[src/source/cp0Pkg.sv]
//------------------------------------------------------------
// CP0 register map
// Register numbers, data width and the Status/Cause field
// positions shared by the register blocks and the read port
//------------------------------------------------------------
`default_nettype none

package cp0Pkg;

    localparam int DataWidth    = 32;
    localparam int RegAddrWidth = 5;

    // Coprocessor register numbers
    localparam logic [RegAddrWidth-1:0] RegBadVAddr = 5'd8;
    localparam logic [RegAddrWidth-1:0] RegCount    = 5'd9;
    localparam logic [RegAddrWidth-1:0] RegCompare  = 5'd11;
    localparam logic [RegAddrWidth-1:0] RegStatus   = 5'd12;
    localparam logic [RegAddrWidth-1:0] RegCause    = 5'd13;
    localparam logic [RegAddrWidth-1:0] RegEpc      = 5'd14;

    // External interrupt lines, IP7..IP2
    localparam int HwIntCount   = 6;
    localparam int TimerIntLine = 5;   // Shared with IP7

    // Status fields
    localparam int StatusImLsb  = 8;
    localparam int StatusBevBit = 22;  // Always reads 1

    // Cause fields
    localparam int CauseIpLsb   = 8;
    localparam int CauseExcLsb  = 2;
    localparam int CauseTiBit   = 30;
    localparam int CauseBdBit   = 31;

endpackage

`default_nettype wire

[src/source/excPkg.sv]
//------------------------------------------------------------
// Exception definitions
// Exception kinds in priority order, the raw flag vector
// layout and the MIPS Cause.ExcCode values
//------------------------------------------------------------
`default_nettype none

package excPkg;

    // Listed highest priority first
    typedef enum logic [3:0] {
        ExcNone,
        ExcInterrupt,
        ExcFetchAddr,
        ExcReservedInstr,
        ExcSyscall,
        ExcBreak,
        ExcEret,
        ExcTrap,
        ExcOverflow,
        ExcStoreAddr,
        ExcLoadAddr
    } excKindT;

    // Flag bit n is the n-th kind after ExcNone
    localparam int ExcFlagCount = 10;

    localparam int ExcCodeWidth = 5;

    localparam logic [ExcCodeWidth-1:0] CodeInt  = 5'd0;
    localparam logic [ExcCodeWidth-1:0] CodeAdel = 5'd4;   // Fetch and load address error
    localparam logic [ExcCodeWidth-1:0] CodeAdes = 5'd5;
    localparam logic [ExcCodeWidth-1:0] CodeSys  = 5'd8;
    localparam logic [ExcCodeWidth-1:0] CodeBp   = 5'd9;
    localparam logic [ExcCodeWidth-1:0] CodeRi   = 5'd10;
    localparam logic [ExcCodeWidth-1:0] CodeOv   = 5'd12;
    localparam logic [ExcCodeWidth-1:0] CodeTr   = 5'd13;

endpackage

`default_nettype wire

[src/source/excPriority.sv]
//------------------------------------------------------------
// Exception priority encoder
// Picks the highest-priority raised exception flag and
// maps it to its Cause.ExcCode value
//------------------------------------------------------------
`timescale 1ns/1ps
`default_nettype none

module excPriority
    import excPkg::*;
(
    input  wire logic [ExcFlagCount-1:0] excFlags,
    output excKindT                      excKind,
    output logic      [ExcCodeWidth-1:0] excCode
);

    // Lowest set bit wins, scanning down so it lands last
    always_comb begin
        excKind = ExcNone;
        for (int i = ExcFlagCount - 1; i >= 0; i--) begin
            if (excFlags[i]) begin
                excKind = excKindT'(i + 1);
            end
        end
    end

    always_comb begin
        excCode = '0;
        case (excKind)
            ExcInterrupt:     excCode = CodeInt;
            ExcFetchAddr:     excCode = CodeAdel;
            ExcReservedInstr: excCode = CodeRi;
            ExcSyscall:       excCode = CodeSys;
            ExcBreak:         excCode = CodeBp;
            ExcTrap:          excCode = CodeTr;
            ExcOverflow:      excCode = CodeOv;
            ExcStoreAddr:     excCode = CodeAdes;
            ExcLoadAddr:      excCode = CodeAdel;
            default:          excCode = '0;   // ExcNone and Eret carry no code
        endcase
    end

endmodule

`default_nettype wire

[src/source/cp0Timer.sv]
//------------------------------------------------------------
// CP0 timer
// Count with its clock divider, Compare, the equality match
// that raises the timer interrupt and the sticky Cause.TI bit
//------------------------------------------------------------
`timescale 1ns/1ps
`default_nettype none

module cp0Timer
    import cp0Pkg::*;
#(
    parameter int CountDivide = 2
) (
    input  wire logic                    clk,
    input  wire logic                    reset,
    input  wire logic                    wrEn,
    input  wire logic [RegAddrWidth-1:0] wrAddr,
    input  wire logic [DataWidth-1:0]    wrData,
    output logic      [DataWidth-1:0]    count,
    output logic      [DataWidth-1:0]    compare,
    output logic                         timerInt,
    output logic                         causeTi
);

    localparam int PhaseWidth = (CountDivide > 1) ? $clog2(CountDivide) : 1;
    localparam logic [PhaseWidth-1:0] PhaseLast = PhaseWidth'(CountDivide - 1);

    logic [PhaseWidth-1:0] phase;
    logic                  wrCount;
    logic                  wrCompare;

    assign wrCount   = wrEn && (wrAddr == RegCount);
    assign wrCompare = wrEn && (wrAddr == RegCompare);

    // Divider phase and Count
    always_ff @(posedge clk) begin
        if (reset) begin
            phase <= '0;
            count <= '0;
        end else if (wrCount) begin
            phase <= '0;   // Restart the divide period
            count <= wrData;
        end else if (phase == PhaseLast) begin
            phase <= '0;
            count <= count + 1'b1;
        end else begin
            phase <= phase + 1'b1;
        end
    end

    always_ff @(posedge clk) begin
        if (reset) begin
            compare <= '0;
        end else if (wrCompare) begin
            compare <= wrData;
        end
    end

    assign timerInt = (count == compare);

    // Sticky until software rewrites Compare
    always_ff @(posedge clk) begin
        if (reset) begin
            causeTi <= 1'b0;
        end else if (wrCompare) begin
            causeTi <= 1'b0;
        end else if (timerInt) begin
            causeTi <= 1'b1;
        end
    end

endmodule

`default_nettype wire

[src/source/cp0Exception.sv]
//------------------------------------------------------------
// CP0 exception state
// Status, Cause, EPC and BadVAddr, updated by software
// writes, exception entry and Eret
//------------------------------------------------------------
`timescale 1ns/1ps
`default_nettype none

module cp0Exception
    import cp0Pkg::*;
    import excPkg::*;
(
    input  wire logic                    clk,
    input  wire logic                    reset,
    input  wire logic                    wrEn,
    input  wire logic [RegAddrWidth-1:0] wrAddr,
    input  wire logic [DataWidth-1:0]    wrData,
    input  wire logic [HwIntCount-1:0]   hwInt,
    input  wire logic                    timerInt,
    input  wire excKindT                 excKind,
    input  wire logic [ExcCodeWidth-1:0] excCode,
    input  wire logic [DataWidth-1:0]    excPc,
    input  wire logic [DataWidth-1:0]    excBadAddr,
    input  wire logic                    excInDelaySlot,
    output logic      [7:0]              statusIm,
    output logic                         statusExl,
    output logic                         statusIe,
    output logic      [7:0]              causeIp,
    output logic      [ExcCodeWidth-1:0] causeExc,
    output logic                         causeBd,
    output logic      [DataWidth-1:0]    epc,
    output logic      [DataWidth-1:0]    badVAddr
);

    logic                  excEntry;
    logic                  isEret;
    logic                  wrStatus;
    logic                  wrCause;
    logic                  wrEpc;
    logic [HwIntCount-1:0] hwIntAll;
    logic [HwIntCount-1:0] ipHw;   // IP7..IP2
    logic [1:0]            ipSw;   // IP1..IP0

    assign excEntry = (excKind != ExcNone) && (excKind != ExcEret);
    assign isEret   = (excKind == ExcEret);

    assign wrStatus = wrEn && (wrAddr == RegStatus);
    assign wrCause  = wrEn && (wrAddr == RegCause);
    assign wrEpc    = wrEn && (wrAddr == RegEpc);

    // Timer shares the top hardware line
    always_comb begin
        hwIntAll = hwInt;
        hwIntAll[TimerIntLine] = hwInt[TimerIntLine] | timerInt;
    end

    // Status.IM and Status.IE
    always_ff @(posedge clk) begin
        if (reset) begin
            statusIm <= '0;
            statusIe <= 1'b0;
        end else if (wrStatus) begin
            statusIm <= wrData[StatusImLsb +: 8];
            statusIe <= wrData[0];
        end
    end

    always_ff @(posedge clk) begin
        if (reset) begin
            statusExl <= 1'b0;
        end else if (excEntry) begin
            statusExl <= 1'b1;
        end else if (isEret) begin
            statusExl <= 1'b0;
        end else if (wrStatus) begin
            statusExl <= wrData[1];
        end
    end

    // Cause pending bits
    always_ff @(posedge clk) begin
        if (reset) begin
            ipHw <= '0;
            ipSw <= '0;
        end else begin
            ipHw <= hwIntAll;
            if (wrCause) begin
                ipSw <= wrData[CauseIpLsb +: 2];
            end
        end
    end

    assign causeIp = {ipHw, ipSw};

    always_ff @(posedge clk) begin
        if (reset) begin
            causeExc <= '0;
        end else if (excEntry) begin
            causeExc <= excCode;
        end
    end

    // EPC and BD only captured on the outermost exception
    always_ff @(posedge clk) begin
        if (reset) begin
            epc     <= '0;
            causeBd <= 1'b0;
        end else if (excEntry && !statusExl) begin
            epc     <= excInDelaySlot ? (excPc - 32'd4) : excPc;
            causeBd <= excInDelaySlot;
        end else if (wrEpc && !excEntry) begin
            epc     <= wrData;
        end
    end

    always_ff @(posedge clk) begin
        if (reset) begin
            badVAddr <= '0;
        end else if (excKind == ExcFetchAddr) begin
            badVAddr <= excPc;
        end else if (excKind == ExcLoadAddr || excKind == ExcStoreAddr) begin
            badVAddr <= excBadAddr;
        end
    end

endmodule

`default_nettype wire

[src/source/cp0Regs.sv]
//------------------------------------------------------------
// CP0 top level
// Connects the priority encoder, timer and exception state
// and forms the combinational register read port
//------------------------------------------------------------
`timescale 1ns/1ps
`default_nettype none

module cp0Regs
    import cp0Pkg::*;
    import excPkg::*;
#(
    parameter int CountDivide = 2
) (
    input  wire logic                    clk,
    input  wire logic                    reset,
    input  wire logic                    wrEn,
    input  wire logic [RegAddrWidth-1:0] wrAddr,
    input  wire logic [DataWidth-1:0]    wrData,
    input  wire logic [RegAddrWidth-1:0] rdAddr,
    output logic      [DataWidth-1:0]    rdData,
    input  wire logic [HwIntCount-1:0]   hwInt,
    input  wire logic [ExcFlagCount-1:0] excFlags,
    input  wire logic [DataWidth-1:0]    excPc,
    input  wire logic [DataWidth-1:0]    excBadAddr,
    input  wire logic                    excInDelaySlot,
    output logic      [7:0]              statusIm,
    output logic                         statusExl,
    output logic                         statusIe,
    output logic      [7:0]              causeIp,
    output logic      [DataWidth-1:0]    epc
);

    excKindT                  excKind;
    logic [ExcCodeWidth-1:0]  excCode;
    logic [DataWidth-1:0]     count;
    logic [DataWidth-1:0]     compare;
    logic                     timerInt;
    logic                     causeTi;
    logic [ExcCodeWidth-1:0]  causeExc;
    logic                     causeBd;
    logic [DataWidth-1:0]     badVAddr;

    excPriority i_excPriority (
        .excFlags (excFlags),
        .excKind  (excKind),
        .excCode  (excCode)
    );

    cp0Timer #(
        .CountDivide (CountDivide)
    ) i_cp0Timer (
        .clk      (clk),
        .reset    (reset),
        .wrEn     (wrEn),
        .wrAddr   (wrAddr),
        .wrData   (wrData),
        .count    (count),
        .compare  (compare),
        .timerInt (timerInt),
        .causeTi  (causeTi)
    );

    cp0Exception i_cp0Exception (
        .clk            (clk),
        .reset          (reset),
        .wrEn           (wrEn),
        .wrAddr         (wrAddr),
        .wrData         (wrData),
        .hwInt          (hwInt),
        .timerInt       (timerInt),
        .excKind        (excKind),
        .excCode        (excCode),
        .excPc          (excPc),
        .excBadAddr     (excBadAddr),
        .excInDelaySlot (excInDelaySlot),
        .statusIm       (statusIm),
        .statusExl      (statusExl),
        .statusIe       (statusIe),
        .causeIp        (causeIp),
        .causeExc       (causeExc),
        .causeBd        (causeBd),
        .epc            (epc),
        .badVAddr       (badVAddr)
    );

    // Read port, unmapped addresses read zero
    always_comb begin
        rdData = '0;
        case (rdAddr)
            RegBadVAddr: rdData = badVAddr;
            RegCount:    rdData = count;
            RegCompare:  rdData = compare;
            RegStatus: begin
                rdData[StatusImLsb +: 8] = statusIm;
                rdData[StatusBevBit]     = 1'b1;
                rdData[1]                = statusExl;
                rdData[0]                = statusIe;
            end
            RegCause: begin
                rdData[CauseBdBit]                  = causeBd;
                rdData[CauseTiBit]                  = causeTi;
                rdData[CauseIpLsb +: 8]             = causeIp;
                rdData[CauseExcLsb +: ExcCodeWidth] = causeExc;
            end
            RegEpc:      rdData = epc;
            default:     rdData = '0;
        endcase
    end

endmodule

`default_nettype wire

[config.mk]
export PLATFORM = sky130hd
export DESIGN_NAME = cp0Regs
export DESIGN_NICKNAME = d
export VERILOG_FILES = /design/src/source/cp0Pkg.sv /design/src/source/excPkg.sv /design/src/source/excPriority.sv /design/src/source/cp0Timer.sv /design/src/source/cp0Exception.sv /design/src/source/cp0Regs.sv
export SDC_FILE = /design/constraint.sdc
export NUM_CORES = 1
export LEC_CHECK = 0
export BUFFER_PORTS_ARGS = -buffer_cell sky130_fd_sc_hd__buf_2
export CAP_MARGIN = 0
export CORE_UTILIZATION = 30
export DETAILED_ROUTE_END_ITERATION = 16
export PLACE_DENSITY = 0.49
export SYNTH_ARGS = -nofsm -noshare
export SYNTH_HDL_FRONTEND = slang
export SYNTH_SLANG_ARGS = --single-unit
[constraint.sdc]
create_clock -name clk -period 3.05 [get_ports clk]
set_clock_uncertainty 0.15 [all_clocks]
set_input_delay 0.1525 -clock clk [delete_from_list [all_inputs] [get_ports clk]]
set_output_delay 0.1525 -clock clk [all_outputs]
set_load 0.02 [all_outputs]
Yosys cells after proc, flatten, opt, wreduce, memory -nomap -nowiden
Memory sizes are Yosys's and may differ from the RTL's. A register that Yosys moved wholly into a read port is not among the register bits.
Index checks and enable logic that the tools add are counted.
{"block": "totals", "ff_bits": 154, "mem_bits_ro": 64, "inputBits": 126, "output_inout_bits": 82, "wordCells": 81, "memories": 1}
{"block": "op_classes", "add_sub_neg": 3, "eq_ne": 17, "n_mux": 28, "bitwise_logic": 1, "n_reduce_logical": 18}
{"memory": "(no name shown)", "words": 16, "word_bits": 4, "rd": 1, "rd_clocked_by_memory_dff": 1, "wr": 0, "line": "excPriority.sv:29", "text": "case (excKind)"}
{"operator": "32-bit 2-to-1 mux", "count": 7}
{"operator": "5-bit by 4-bit equality test with 1-bit output, second input constant", "count": 11}
{"operator": "8-bit one-hot mux with 6 select lines", "count": 1}
{"operator": "4-bit 2-to-1 mux", "count": 10}
{"operator": "32-bit by 1-bit adder with 32-bit output, second input constant", "count": 1}
{"operator": "32-bit equality test", "count": 1}
{"operator": "32-bit by 3-bit subtractor with 32-bit output, second input constant", "count": 1}
{"operator": "7-bit one-hot mux with 4 select lines", "count": 1}
{"operator": "5-bit one-hot mux with 5 select lines", "count": 1}
{"operator": "6-bit one-hot mux with 4 select lines", "count": 1}
{"operator": "2-bit one-hot mux with 5 select lines", "count": 2}
{"operator": "4-bit equality test, second input constant", "count": 2}
{"operator": "1-bit logical AND", "count": 8}
{"operator": "2-bit nonzero test", "count": 3}
{"operator": "1-bit one-hot mux with 5 select lines", "count": 1}
{"operator": "4-bit by 2-bit equality test with 1-bit output, second input constant", "count": 1}
{"operator": "4-bit by 3-bit equality test with 1-bit output, second input constant", "count": 1}
{"operator": "4-bit by 3-bit != test with 1-bit output, second input constant", "count": 1}
{"operator": "1-bit one-hot mux with 4 select lines", "count": 1}
{"operator": "4-bit nonzero test", "count": 1}
{"operator": "1-bit 2-to-1 mux", "count": 3}
{"operator": "3-bit nonzero test", "count": 1}
{"operator": "3-bit OR reduction", "count": 1}
{"operator": "1-bit zero test", "count": 2}
{"operator": "other kinds (4)", "count": 4}

Logic depth before layout (Yosys ltp)
{"block": "logic_depth", "depth_word": 16, "ltp_mapped": 9, "depth_no_buf": 8}

Cells and area by module
Synthesis repeated with hierarchy kept, for this count alone.
{"block": "unflattened", "cells_unflattened": 1039, "area_unflattened_um2": 8897.3}
{"module": "cp0Exception", "instances": 1, "cells_per_inst": 461, "area_each_um2": 4262.8, "seq_area_each_um2": 1761.7}
{"module": "cp0Timer", "instances": 1, "cells_per_inst": 408, "area_each_um2": 3363.2, "seq_area_each_um2": 1321.3}
{"module": "cp0Regs", "instances": 1, "cells_per_inst": 141, "area_each_um2": 1067.3, "seq_area_each_um2": 0.0}
{"module": "excPriority", "instances": 1, "cells_per_inst": 29, "area_each_um2": 203.9, "seq_area_each_um2": 0.0}

Least setup slack after synthesis
Ideal clock, no wire load.
{"block": "synth_path", "path_kind": "register -> register", "start": "register i_cp0Timer.count[3]", "end": "register i_cp0Timer.count[31]", "setup_ns": 0.057, "t_arrival_ns": 1.961, "required_time_ns": 2.843, "slack_ns": 0.882, "stages_incl_launch_ff": 8, "path_buffers": 1, "period_less_slack_ns": 2.168, "path_cell_list": "dfxtp_1 -> buf_2 -> nand3_2 -> or4_1 -> or2_1 -> or4_1 -> a21oi_1 -> a21o_1"}
{"block": "synth_via", "elab_chain_len": 3}
{"item": "start, declared", "line": "cp0Timer.sv:19", "text": "output logic [DataWidth-1:0] count,"}
{"item": "start signal, assigned", "line": "cp0Timer.sv:42", "text": "count <= wrData;"}
{"item": "start signal, assigned", "line": "cp0Timer.sv:45", "text": "count <= count + 1'b1;"}
{"item": "32-bit by 1-bit adder with 32-bit output", "line": "cp0Timer.sv:45"}
{"item": "32-bit 2-to-1 mux", "line": "cp0Timer.sv:43", "text": "end else if (phase == PhaseLast) begin"}
{"item": "32-bit 2-to-1 mux", "line": "cp0Timer.sv:40", "text": "end else if (wrCount) begin"}
Every way passes these cells. The select of a mux whose other input is x is not followed.
A chain may end at the register's enable or synchronous reset.

Worst setup path in the final report
{"block": "layout_path", "start": "input excFlags[0]", "end": "register i_cp0Exception.epc[2]"}
{"block": "layout_via", "elab_chain_len": 6, "elab_cells_between_ends": 9, "classes_between": "eq/ne: 1; mux: 2; reduce/logical: 6"}
{"item": "start, declared", "line": "cp0Regs.sv:23", "text": "input wire logic [ExcFlagCount-1:0] excFlags,"}
{"item": "4-bit 2-to-1 mux *", "line": "excPriority.sv:21", "text": "if (excFlags[i]) begin"}
{"item": "4-bit by 3-bit != test with 1-bit output / 4-bit nonzero test (equally long branches)", "line": "cp0Exception.sv:44", "text": "assign excEntry = (excKind != ExcNone) && (excKind != ExcEret);"}
{"item": "1-bit logical AND *", "line": "cp0Exception.sv:44"}
{"item": "1-bit zero test", "line": "cp0Exception.sv:111", "text": "end else if (wrEpc && !excEntry) begin"}
{"item": "1-bit logical AND", "line": "cp0Exception.sv:111"}
{"item": "2-bit nonzero test (no source line)"}
{"item": "end signal, assigned", "line": "cp0Exception.sv:109", "text": "epc <= excInDelaySlot ? (excPc - 32'd4) : excPc;"}
{"item": "end signal, assigned", "line": "cp0Exception.sv:112", "text": "epc <= wrData;"}
{"item": "end, declared", "line": "cp0Exception.sv:31", "text": "output logic [DataWidth-1:0] epc,"}
Mark *: on every way between the ends. The rest lies on a longest branch, timed or not.

==> run metrics <==
share of cells above drive strength 1=22.8%; Max Cap Viol=0; Die X=170 um; clock sink count=153; CTS root buffer=clkbuf_16; hold depth=3; post-CTS setup buffers=0; Die Footprint=29000 um^2; Max VDD drop=389 uV; final worst slack=0.462 ns; Synth cell types=64; gpl congestion=0.865; vias in the first global route=8370; routed len/inst=20.8 um; setup repair after global routing missed its margin=no; setup_tns=0 ns; total power=5.14 mW; Initial Utilization=30.6%; worst skew pair latency=0.44 ns; Synth warnings=0; hpwl dp=25800 um; failing checks=negative hold slack; hold_ws=-0.00218 ns; Slew Limit Fails=0; GRT Util Overall=24.1%; Hold-fix buffers, CTS=77; H-tree depth=4; setup violators final=0; # IOs=208; non-filler instance count after layout=1682; fin area=11300 um^2; Post-Route WL=35000 um; Slew @ Worst Pin=0.941 ns; r2r worst-path depth=6; largest net degree at the start of global routing=114; fmax=0.386 GHz; area delta synth->final=33.0%; Lkg Pwr=4.49 nW; clk buf depth=2; pwr/cell area=455 nW/um^2; CTS Buf Count=17; syn avg cell area=8.11 um^2; period utilisation layout=84.8%; Die Y=170 um; WS Path Type=in -> reg; Crit path required time=3.24 ns; master of the slowest instance on the critical path=nor3_1; #FFs+latches synth=153; final hold vios=1; post-DR vias/cell=5.39; TritonRoute pass-1 iters=6; vias post-DR=9072; Reg clk slew, reported paths=0.07 ns; Initial DRC Count=877; sequential-to-total area share from yosys stat=36.1%; ant diodes=0; DP Cell Count=1573; Critical Path Max Stage Delay=0.54 ns; Post-synth EDFFs=0; fin nets=1419; post-synthesis async set-or-reset flop share=0%; Rows=61; crit path DAT=2.78 ns; outcome=finished with violations; Period minus WS final=2.59 ns; global-route wire length before repair=52100 um; global route overflow=0; DRC errors left=0; Startpoint Class=primary input; crit-path max FO=36; Rel. slew slack=37.2%; pre-CTS setup slack=0.559 ns; Final ANT Viol Nets=0; Top FF cell, synth=dfxtp_1; # port buffers=207; critical path cell sequence=dlygate4sd3_1, buf_2, nor3_1, nand3b_1, o31ai_2, a21o_1, buf_4, nor2_1, a311oi_1; Post-CTS Resized=0; hold crit path type=in -> reg; mapped cell area=8490 um^2; CTS tree=done; crit end category=flip-flop; area of the core=27800 um^2; Cell Area, Placed=9920 um^2; post-synth net total=1175; antenna violations before repair=0; Post-Synthesis Cells=1047
==> state kept, by name (all words and copies together), names as in the netlist, 2 cells and up <==
signal / flops
i_cp0Exception.badVAddr: 32
i_cp0Exception.ipHw: 6
i_cp0Timer.compare: 32
i_cp0Exception.statusIm: 8
i_cp0Timer.count: 32
i_cp0Exception.causeExc: 4
i_cp0Exception.ipSw: 2
i_cp0Exception.epc: 32
==> layout make-up <==
| type | instances | area, um^2 |
|---|---|---|
| Tap cell | 378 | 473 |
| Timing Repair Buffer | 313 | 2040 |
| Inverter | 40 | 150 |
| Clock buffer | 17 | 425 |
| Multi-Input combinational cell | 766 | 4960 |
| Clock inverter | 15 | 179 |
| Fill cell | 2966 | 16500 |
| Sequential cell | 153 | 3060 |
==> critical path: cells and delay by family <==
family | cells | cell delay [ns]
AOI/OAI and AO/OA | 3 | 0.63
buffers and inverters | 3 | 1.06
and+or+nand+nor | 3 | 0.92
==> through the flow <==
step | utilization (%) | hold WS [ns]
after global placement | 35.7 | 0.213
after floorplan | - | 0.131
after global routing | 40.7 | 0.0283
after detailed placement | 35.7 | 0.220
after CTS | 40.7 | 0.00355
final | 40.7 | -0.00218
==> layout by cell type, fill, tap and decap left out, drive strengths merged, types with 9 or more instances in the layout <==
cell	n
dlygate4sd3	77
inv	51
buf	236
xor2	36
a22oi	82
clkbuf	17
nand3	55
a21oi	70
or4	9
o32ai	30
nand2	119
nor4	14
nand4	19
nor3	29
dfxtp	153
a221oi	32
a211oi	28
nor2	71
xnor2	51
mux2i	13
and3	13
a222oi	9
o21ai	10
==> synthesized netlist by cell type (all sizes together), types with 5 or more instances <==
master	n	area (um^2)
a21oi	70	350
or4	9	75.1
nand2	119	447
buf	15	75.1
and3	13	81.3
mux2i	13	130
nand3	55	280
nor2b	8	50.1
a211oi	28	210
inv	40	150
o21ai	10	50.1
a221oi	32	280
xor2	36	315
or2	6	40.0
a222oi	9	90.1
nor4	14	118
clkbuf	73	274
dfxtp	153	3060
a22oi	82	616
o32ai	30	263
nand4	19	119
nor2	71	267
xnor2	51	447
nor3	29	176
or3	5	31.3
a311oi	6	52.6
==> cell families after synthesis <==
kind of cell	after synthesis	share of synthesized area, %
AO/OA/AOI/OAI	291	24.8
flip-flops	153	36.1
XOR/XNOR	87	8.97
AND/OR/NAND/NOR	373	22.4
adder cells (fa/ha/maj)	2	0.295
buffers and inverters	128	5.88
multiplexers	13	1.53
==> where the power goes <==
part	switching [mW]	internal, mW
Combinational	0.422	0.303
Clock	0.985	1.24
Sequential	0.0927	2.09
==> layer usage <==
metal	share of wire (%)	GRT usage, %	wire (um)
met2	45	36.7	15700
met1	47	34.3	16300
met5	0	0	0
met3	5.8	3.65	2040
met4	2.5	8.23	885
==> worst paths after layout <==
kind / from / to / slack (ns)
setup reg to reg: i_cp0Timer.count[9]$_SDFFE_PP0P_ / i_cp0Timer.count[31]$_SDFFE_PP0P_ / 0.62
hold / removal: excBadAddr[21] / i_cp0Exception.badVAddr[21]$_SDFFE_PP0P_ / -0.002
hold reg to reg: i_cp0Exception.badVAddr[13]$_SDFFE_PP0P_ / i_cp0Exception.badVAddr[13]$_SDFFE_PP0P_ / 0.32
setup / recovery: excFlags[0] / i_cp0Exception.epc[2]$_SDFFE_PP0P_ / 0.46
Power figures use the tool's default switching activity.
